**src/common/dcx_pkg.sv**
```systemverilog
`default_nettype none

package dcx_pkg;

    // One RGB888 pixel, red in the top byte.
    typedef struct packed {
        logic [7:0] red;
        logic [7:0] green;
        logic [7:0] blue;
    } pixel_t;

    // A rebuilt pixel and its place in the active window.
    typedef struct packed {
        logic        valid;
        pixel_t      pixel;
        logic [11:0] x;
        logic [11:0] y;
        logic        frame_start;
    } capture_t;

    // Write port of the frame buffer.
    typedef struct packed {
        logic        wren;
        logic [15:0] wraddr;
        pixel_t      wrdata;
    } ram_write_t;

    // Output video, syncs and enable active high.
    typedef struct packed {
        logic   hsync;
        logic   vsync;
        logic   de;
        pixel_t rgb;
    } video_out_t;

    // Which beat of a pixel pair comes next.
    typedef enum logic {
        PHASE_FIRST,
        PHASE_SECOND
    } capture_phase_e;

    // Output side, idle until a full frame is stored.
    typedef enum logic {
        OUT_IDLE,
        OUT_RUN
    } output_state_e;

endpackage

`default_nettype wire

```
**src/hw/video_capture.sv**
```systemverilog
`default_nettype none

module video_capture import dcx_pkg::*; #(
    parameter int H_ACTIVE = 16,
    parameter int V_ACTIVE = 8,
    parameter int H_BACK   = 4
) (
    input  wire        clock,
    input  wire        arst_n,
    input  wire        hsync_n,
    input  wire        vsync_n,
    input  wire [11:0] data,
    input  wire        line_doubler,
    output capture_t   cap
);

    logic           hsync_q;
    logic           vsync_q;
    logic           line_on;
    logic [11:0]    porch_cnt;
    capture_phase_e phase;
    logic [11:0]    x_cnt;
    logic [11:0]    y_cnt;
    logic           valid_q;
    logic           start_q;
    logic [11:0]    first_beat;
    pixel_t         pixel_q;
    logic [11:0]    x_q;
    logic [11:0]    y_q;
    logic           hs_rise;
    logic           vs_fall;
    logic           beat_active;
    logic           pair_done;
    logic [11:0]    v_lines;
    logic           in_window;

    assign hs_rise     = hsync_n & ~hsync_q;
    assign vs_fall     = ~vsync_n & vsync_q;
    // The edge beat is beat zero of the back porch.
    assign beat_active = line_on && !hs_rise && (porch_cnt == 12'(H_BACK));
    assign pair_done   = beat_active && (phase == PHASE_SECOND);
    assign v_lines     = line_doubler ? 12'(V_ACTIVE / 2) : 12'(V_ACTIVE);
    assign in_window   = (y_cnt < v_lines);

    always_ff @(posedge clock or negedge arst_n) begin
        if (!arst_n) begin
            hsync_q   <= 1'b1;
            vsync_q   <= 1'b1;
            line_on   <= 1'b0;
            porch_cnt <= '0;
            phase     <= PHASE_FIRST;
            x_cnt     <= '0;
            y_cnt     <= '0;
            valid_q   <= 1'b0;
            start_q   <= 1'b0;
        end else begin
            hsync_q <= hsync_n;
            vsync_q <= vsync_n;
            valid_q <= pair_done && in_window;
            start_q <= pair_done && in_window && (x_cnt == '0) && (y_cnt == '0);
            if (hs_rise) begin
                line_on   <= 1'b1;
                porch_cnt <= 12'd1;
                phase     <= PHASE_FIRST;
                x_cnt     <= '0;
            end else if (line_on) begin
                if (porch_cnt != 12'(H_BACK)) begin
                    porch_cnt <= porch_cnt + 12'd1;
                end else if (phase == PHASE_FIRST) begin
                    phase <= PHASE_SECOND;
                end else begin
                    phase <= PHASE_FIRST;
                    if (x_cnt == 12'(H_ACTIVE - 1)) begin
                        line_on <= 1'b0;
                        if (in_window) begin
                            y_cnt <= y_cnt + 12'd1;
                        end
                    end else begin
                        x_cnt <= x_cnt + 12'd1;
                    end
                end
            end
            // Frame start wins over the line step.
            if (vs_fall) begin
                y_cnt <= '0;
            end
        end
    end

    // Beat one is red and green high nibble, beat two green low nibble and blue.
    always_ff @(posedge clock) begin
        if (beat_active && (phase == PHASE_FIRST)) begin
            first_beat <= data;
        end
        if (pair_done) begin
            pixel_q <= {first_beat, data};
            x_q     <= x_cnt;
            y_q     <= y_cnt;
        end
    end

    assign cap = '{valid: valid_q, pixel: pixel_q, x: x_q, y: y_q, frame_start: start_q};

endmodule

`default_nettype wire

```
**src/hw/video2ram.sv**
```systemverilog
`default_nettype none

module video2ram import dcx_pkg::*; #(
    parameter int H_ACTIVE = 16,
    parameter int V_ACTIVE = 8
) (
    input  wire         clock,
    input  wire         arst_n,
    input  wire         line_doubler,
    input  wire capture_t cap,
    output ram_write_t  wr,
    output logic        frame_ready
);

    logic [11:0] last_y;
    logic        last_pixel;
    logic        wren_q;
    logic        last_q;
    logic [15:0] addr_q;
    pixel_t      data_q;

    // Half as many stored lines when doubling.
    assign last_y     = line_doubler ? 12'(V_ACTIVE / 2 - 1) : 12'(V_ACTIVE - 1);
    assign last_pixel = cap.valid && (cap.x == 12'(H_ACTIVE - 1)) && (cap.y == last_y);

    always_ff @(posedge clock or negedge arst_n) begin
        if (!arst_n) begin
            wren_q      <= 1'b0;
            last_q      <= 1'b0;
            frame_ready <= 1'b0;
        end else begin
            wren_q      <= cap.valid;
            last_q      <= last_pixel;
            frame_ready <= wren_q && last_q;
        end
    end

    // Row major layout.
    always_ff @(posedge clock) begin
        if (cap.valid) begin
            addr_q <= 16'(cap.y * H_ACTIVE + cap.x);
            data_q <= cap.pixel;
        end
    end

    assign wr = '{wren: wren_q, wraddr: addr_q, wrdata: data_q};

endmodule

`default_nettype wire

```
**src/hw/video_buffer.sv**
```systemverilog
`default_nettype none

module video_buffer import dcx_pkg::*; #(
    parameter int H_ACTIVE  = 16,
    parameter int V_ACTIVE  = 8,
    parameter int ADDR_BITS = 7
) (
    input  wire                  clock,
    input  wire ram_write_t      wr,
    input  wire [ADDR_BITS-1:0]  rdaddr,
    output pixel_t               rddata
);

    localparam int DEPTH = H_ACTIVE * V_ACTIVE;

    pixel_t mem [DEPTH];

    // Read before write on the same address.
    always_ff @(posedge clock) begin
        if (wr.wren) begin
            mem[wr.wraddr[ADDR_BITS-1:0]] <= wr.wrdata;
        end
        rddata <= mem[rdaddr];
    end

endmodule

`default_nettype wire

```
**src/hw/ram2video.sv**
```systemverilog
`default_nettype none

module ram2video import dcx_pkg::*; #(
    parameter int H_ACTIVE  = 16,
    parameter int V_ACTIVE  = 8,
    parameter int H_TOTAL   = 24,
    parameter int H_SYNC    = 2,
    parameter int V_TOTAL   = 12,
    parameter int V_SYNC    = 2,
    parameter int ADDR_BITS = 7
) (
    input  wire                  clock,
    input  wire                  arst_n,
    input  wire                  ready,
    input  wire                  frame_ready,
    input  wire                  line_doubler,
    input  wire pixel_t          rddata,
    output logic [ADDR_BITS-1:0] rdaddr,
    output video_out_t           out
);

    output_state_e state;
    logic [11:0]   h_cnt;
    logic [11:0]   v_cnt;
    logic          run;
    logic          h_wrap;
    logic          v_wrap;
    logic          de0;
    logic          hs0;
    logic          vs0;
    logic [11:0]   row;
    logic          de1;
    logic          hs1;
    logic          vs1;

    assign run    = (state == OUT_RUN);
    assign h_wrap = (h_cnt == 12'(H_TOTAL - 1));
    assign v_wrap = (v_cnt == 12'(V_TOTAL - 1));

    // Timing decoded straight from the counters.
    assign de0 = run && (h_cnt < 12'(H_ACTIVE)) && (v_cnt < 12'(V_ACTIVE));
    assign hs0 = run && (h_cnt < 12'(H_SYNC));
    assign vs0 = run && (v_cnt >= 12'(V_TOTAL - V_SYNC));

    // Each stored row is shown twice when doubling.
    assign row    = line_doubler ? {1'b0, v_cnt[11:1]} : v_cnt;
    assign rdaddr = de0 ? ADDR_BITS'(row * H_ACTIVE + h_cnt) : '0;

    always_ff @(posedge clock or negedge arst_n) begin
        if (!arst_n) begin
            state <= OUT_IDLE;
            h_cnt <= '0;
            v_cnt <= '0;
        end else begin
            case (state)
                OUT_IDLE: begin
                    if (ready && frame_ready) begin
                        state <= OUT_RUN;
                    end
                end
                OUT_RUN: begin
                    if (h_wrap) begin
                        h_cnt <= '0;
                        v_cnt <= v_wrap ? 12'd0 : v_cnt + 12'd1;
                    end else begin
                        h_cnt <= h_cnt + 12'd1;
                    end
                end
                default: begin
                    state <= OUT_IDLE;
                end
            endcase
        end
    end

    // Stage one waits for the buffer read, stage two is the output register.
    always_ff @(posedge clock or negedge arst_n) begin
        if (!arst_n) begin
            de1 <= 1'b0;
            hs1 <= 1'b0;
            vs1 <= 1'b0;
            out <= '0;
        end else begin
            de1       <= de0;
            hs1       <= hs0;
            vs1       <= vs0;
            out.hsync <= hs1;
            out.vsync <= vs1;
            out.de    <= de1;
            out.rgb   <= de1 ? rddata : '0;
        end
    end

endmodule

`default_nettype wire

```
**src/hw/startup_delay.sv**
```systemverilog
`default_nettype none

module startup_delay #(
    parameter int STARTUP_CYCLES = 32
) (
    input  wire  clock,
    input  wire  arst_n,
    output logic ready
);

    localparam int CNT_BITS = $clog2(STARTUP_CYCLES + 1);

    logic [CNT_BITS-1:0] cnt;

    // Saturates once ready is set.
    always_ff @(posedge clock or negedge arst_n) begin
        if (!arst_n) begin
            cnt   <= '0;
            ready <= 1'b0;
        end else if (!ready) begin
            if (cnt == CNT_BITS'(STARTUP_CYCLES - 1)) begin
                ready <= 1'b1;
            end else begin
                cnt <= cnt + 1'b1;
            end
        end
    end

endmodule

`default_nettype wire

```
**src/hw/dcx_top.sv**
```systemverilog
`default_nettype none

module dcx_top import dcx_pkg::*; #(
    parameter int H_ACTIVE       = 16,
    parameter int V_ACTIVE       = 8,
    parameter int H_BACK         = 4,
    parameter int H_TOTAL        = 24,
    parameter int H_SYNC         = 2,
    parameter int V_TOTAL        = 12,
    parameter int V_SYNC         = 2,
    parameter int ADDR_BITS      = 7,
    parameter int STARTUP_CYCLES = 32
) (
    input  wire        clock,
    input  wire        arst_n,
    input  wire        hsync_n,
    input  wire        vsync_n,
    input  wire [11:0] data,
    input  wire        line_doubler,
    output video_out_t out,
    output logic       ready
);

    capture_t             cap;
    ram_write_t           wr;
    logic                 frame_ready;
    logic [ADDR_BITS-1:0] rdaddr;
    pixel_t               rddata;

    video_capture #(
        .H_ACTIVE(H_ACTIVE),
        .V_ACTIVE(V_ACTIVE),
        .H_BACK(H_BACK)
    ) video_input (
        .clock(clock),
        .arst_n(arst_n),
        .hsync_n(hsync_n),
        .vsync_n(vsync_n),
        .data(data),
        .line_doubler(line_doubler),
        .cap(cap)
    );

    video2ram #(
        .H_ACTIVE(H_ACTIVE),
        .V_ACTIVE(V_ACTIVE)
    ) video2ram (
        .clock(clock),
        .arst_n(arst_n),
        .line_doubler(line_doubler),
        .cap(cap),
        .wr(wr),
        .frame_ready(frame_ready)
    );

    video_buffer #(
        .H_ACTIVE(H_ACTIVE),
        .V_ACTIVE(V_ACTIVE),
        .ADDR_BITS(ADDR_BITS)
    ) video_buffer (
        .clock(clock),
        .wr(wr),
        .rdaddr(rdaddr),
        .rddata(rddata)
    );

    ram2video #(
        .H_ACTIVE(H_ACTIVE),
        .V_ACTIVE(V_ACTIVE),
        .H_TOTAL(H_TOTAL),
        .H_SYNC(H_SYNC),
        .V_TOTAL(V_TOTAL),
        .V_SYNC(V_SYNC),
        .ADDR_BITS(ADDR_BITS)
    ) ram2video (
        .clock(clock),
        .arst_n(arst_n),
        .ready(ready),
        .frame_ready(frame_ready),
        .line_doubler(line_doubler),
        .rddata(rddata),
        .rdaddr(rdaddr),
        .out(out)
    );

    startup_delay #(
        .STARTUP_CYCLES(STARTUP_CYCLES)
    ) output_startup_delay (
        .clock(clock),
        .arst_n(arst_n),
        .ready(ready)
    );

endmodule

`default_nettype wire

```
**config.mk**
```make
export PLATFORM = sky130hd
export DESIGN_NAME = dcx_top
export DESIGN_NICKNAME = d
export VERILOG_FILES = /design/src/common/dcx_pkg.sv /design/src/hw/video_capture.sv /design/src/hw/video2ram.sv /design/src/hw/video_buffer.sv /design/src/hw/ram2video.sv /design/src/hw/startup_delay.sv /design/src/hw/dcx_top.sv
export SDC_FILE = /design/constraint.sdc
export NUM_CORES = 2
export LEC_CHECK = 0
export BUFFER_PORTS_ARGS = -buffer_cell sky130_fd_sc_hd__buf_2
export CAP_MARGIN = 20
export CORE_MARGIN = 8
export CORE_UTILIZATION = 60
export CTS_CLUSTER_DIAMETER = 50
export DETAILED_ROUTE_END_ITERATION = 7
export GPL_TIMING_DRIVEN = 1
export PLACE_DENSITY = 0.81
export SETUP_SLACK_MARGIN = 0.4
export SLEW_MARGIN = 20
export SYNTH_ARGS = -nofsm -noshare
export SYNTH_HDL_FRONTEND = slang
export SYNTH_HIERARCHICAL = 1
export SYNTH_SLANG_ARGS = --single-unit
export TNS_END_PERCENT = 1
```
**constraint.sdc**
```tcl
create_clock -name clock -period 6.2 [get_ports clock]
set_input_delay 0.31 -clock clock [delete_from_list [all_inputs] [get_ports clock]]
set_output_delay 0.31 -clock clock [all_outputs]
set_load 0.01 [all_outputs]
```
==> summary.txt <==
Route
  – Number of vias per cell: 7.375
  – Avg WL per Cell: 42.27 um
  – Via count: 63040
  – DRC Markers: 0
  – Routed WL: 361.3 mm
  – Drt initial violations: 12450
  – DRT Pass-1 Iters: 6
  – Antenna Nets Post-Route: 0

Clock tree
  – Clock sinks: 3293
  – Register clock-pin slew on the reported worst setup and hold paths: 0.06 ns
  – Worst-Skew Late Latency: 0.96 ns
  – Num CTS Buffers: 319
  – CTS tree: done
  – CTS root buf: clkbuf_16
  – CTS Buffer Depth: 4
  – H-tree depth: 5

STA
  – Max Transition Viols Final: 0
  – Slew @ Worst Pin: 1.291 ns
  – Setup violators final: 0
  – Max Fclk: 0.1752 GHz
  – Hold Fails Final Rpt: 0
  – WHS: 0.07592 ns
  – Max-slew headroom: 13.95%
  – Period utilisation layout: 92.08%
  – Skew final: 0.06465 ns
  – RSZ-0062 raised after global routing: false
  – Final min period: 5.709 ns
  – Sum of negative setup slack: 0 ns

Synth
  – Post-Syn Instances: 5094
  – Synthesized cell area: 0.1251 mm2
  – Avg Inst Size Synth: 24.56 um2
  – Mapped Nets: 5126
  – YS warnings: 6

Job
  – MaxCap Viol Count: 0

Die
  – Rows: 167
  – Die W: 472.6 um
  – Initial core utilization: 60.35%
  – Die H: 472.6 um
  – Core area: 0.2073 mm2
  – Die ar.: 0.2234 mm2
  – Top Ports: 45

Worst setup path
  – Required @ worst endpoint: 7.03 ns
  – Crit path kind: flip-flop to flip-flop
  – CP endpoint kind: flip-flop
  – Crit Path Max Fanout: 22
  – Worst r2r src: ram2video/h_cnt[7]
  – WP data arrival: 6.53 ns
  – Crit path from: ram2video/h_cnt[7]
  – Startpoint types: flip-flop

Worst hold path
  – Min-delay src: data[0]
  – Worst min path class: primary input to flip-flop

Global route
  – Vias in the first global route: 64170
  – Largest net degree at the start of global routing: 123
  – Global router's overall resource usage: 31.52%
  – Initial antenna violation count: 34
  – Total gr overflow: 0
  – First-pass GRT wire length: 492.6 mm

Status
  – Status: completed

Place
  – GP Congestion: 0.8165
  – Port bufs: 44
  – Dpl cell area: 0.1308 mm2
  – HPWL Detailed: 172.9 mm

Layout
  – Final instance area: 0.1412 mm2
  – Area delta synth->final: 12.87%
  – Filler instances: 11340
  – Layout cells sized above 1: 33.97%
  – Final cell utilization of the core: 68.12%
  – Final nets: 5529

Power
  – PwrDens: 311.2 mW/mm2
  – Leak: 42.95 nW
  – Maximum VDD drop: 0.0003270 V
==> stage by stage <==
step	instances	total power, mW	setup WS [ns]
floorplan	5094	24.80	1.762
global placement	7941	24.91	0.7680
detailed placement	7941	24.93	0.6822
CTS	8519	43.92	0.5592
global route	8535	44.67	0.4160
finish	8548	43.94	0.4910
==> area by class of cell <==
cell class,instances,area (um2),share of cell area [%]
sequential,3293,98120,69.49
multi-input combinational,1522,26270,18.61
clock buffer,405,8583,6.079
tap,2788,3488,2.471
timing repair buffer,340,3131,2.217
clock inverter,153,1453,1.029
inverter,21,78.83,0.05583
antenna,26,65.06,0.04608
==> final timing paths <==
check	end	slack, ns	cells past startpoint
min	video_input/first_beat[0]	0.08	2
min reg2reg	ram2video/out[25]	0.37	0
max in group asynchronous	video2ram/wren_q	4.87	4
max	video_buffer/rddata[4]	0.49	11
min in group asynchronous	ram2video/out[12]	0.60	4
max reg2reg	video_buffer/rddata[4]	0.49	11
==> flip-flops by register name (all words and copies together) (netlist names), 6 cells and up <==
register	cells
video_input/y_cnt	12
video_input/first_beat	12
ram2video/out	27
video_input/x_cnt	12
video_input/y_q	12
video_input/x_q	12
video_input/porch_cnt	12
video_buffer/rddata	24
video_input/cap	24
video2ram/wr	24
video_buffer/mem	3072
video2ram/addr_q	7
output_startup_delay/cnt	6
ram2video/v_cnt	12
ram2video/h_cnt	12
==> placed cells by master (no fill, tap or decap), types with 32 or more instances in the layout <==
| cell | instances |
|---|---|
| nor2_2 | 107 |
| clkinv_2 | 56 |
| buf_4 | 226 |
| edfxtp_1 | 3163 |
| nand2_1 | 46 |
| mux4_2 | 1008 |
| buf_12 | 45 |
| clkbuf_1 | 65 |
| clkinv_1 | 47 |
| clkbuf_16 | 325 |
| buf_2 | 43 |
| nor2_1 | 32 |
| dfrtp_1 | 104 |
| and2_1 | 34 |
==> layer usage <==
metal,global-route usage (%),share of wire [%],vias up
met5,0,0.045,-
met4,17.76,7.0,24
met1,38.68,30,32330
met3,9.756,15,1411
met2,50.49,48,6547
li1,-,-,22730
==> what timing repair did <==
| action | 4_1_cts | 5_1_grt |
|---|---|---|
| hold buffers | 20 | 0 |
| hold endpoints to repair | 113 | 0 |
| setup buffers | 0 | 0 |
| resized for setup | 0 | 0 |
==> power breakdown <==
group	internal (mW)	switching, mW	total, mW
Combinational	0.0611	0.224	0.285
Clock	10.9	8.54	19.5
Sequential	24.2	0.0388	24.2
==> worst max-delay path, cell delays in order (launching register included) <==
cell and delay [ns]:
dfrtp_1 0.44, or4_4 0.61, or4_1 0.62, nor3_4 0.30, and2_4 0.70, buf_12 0.26, buf_12 0.23, buf_4 0.31
mux4_2 0.58, mux4_2 0.59, mux4_2 0.58, mux2_2 0.31
Power figures use the tool's default switching activity.
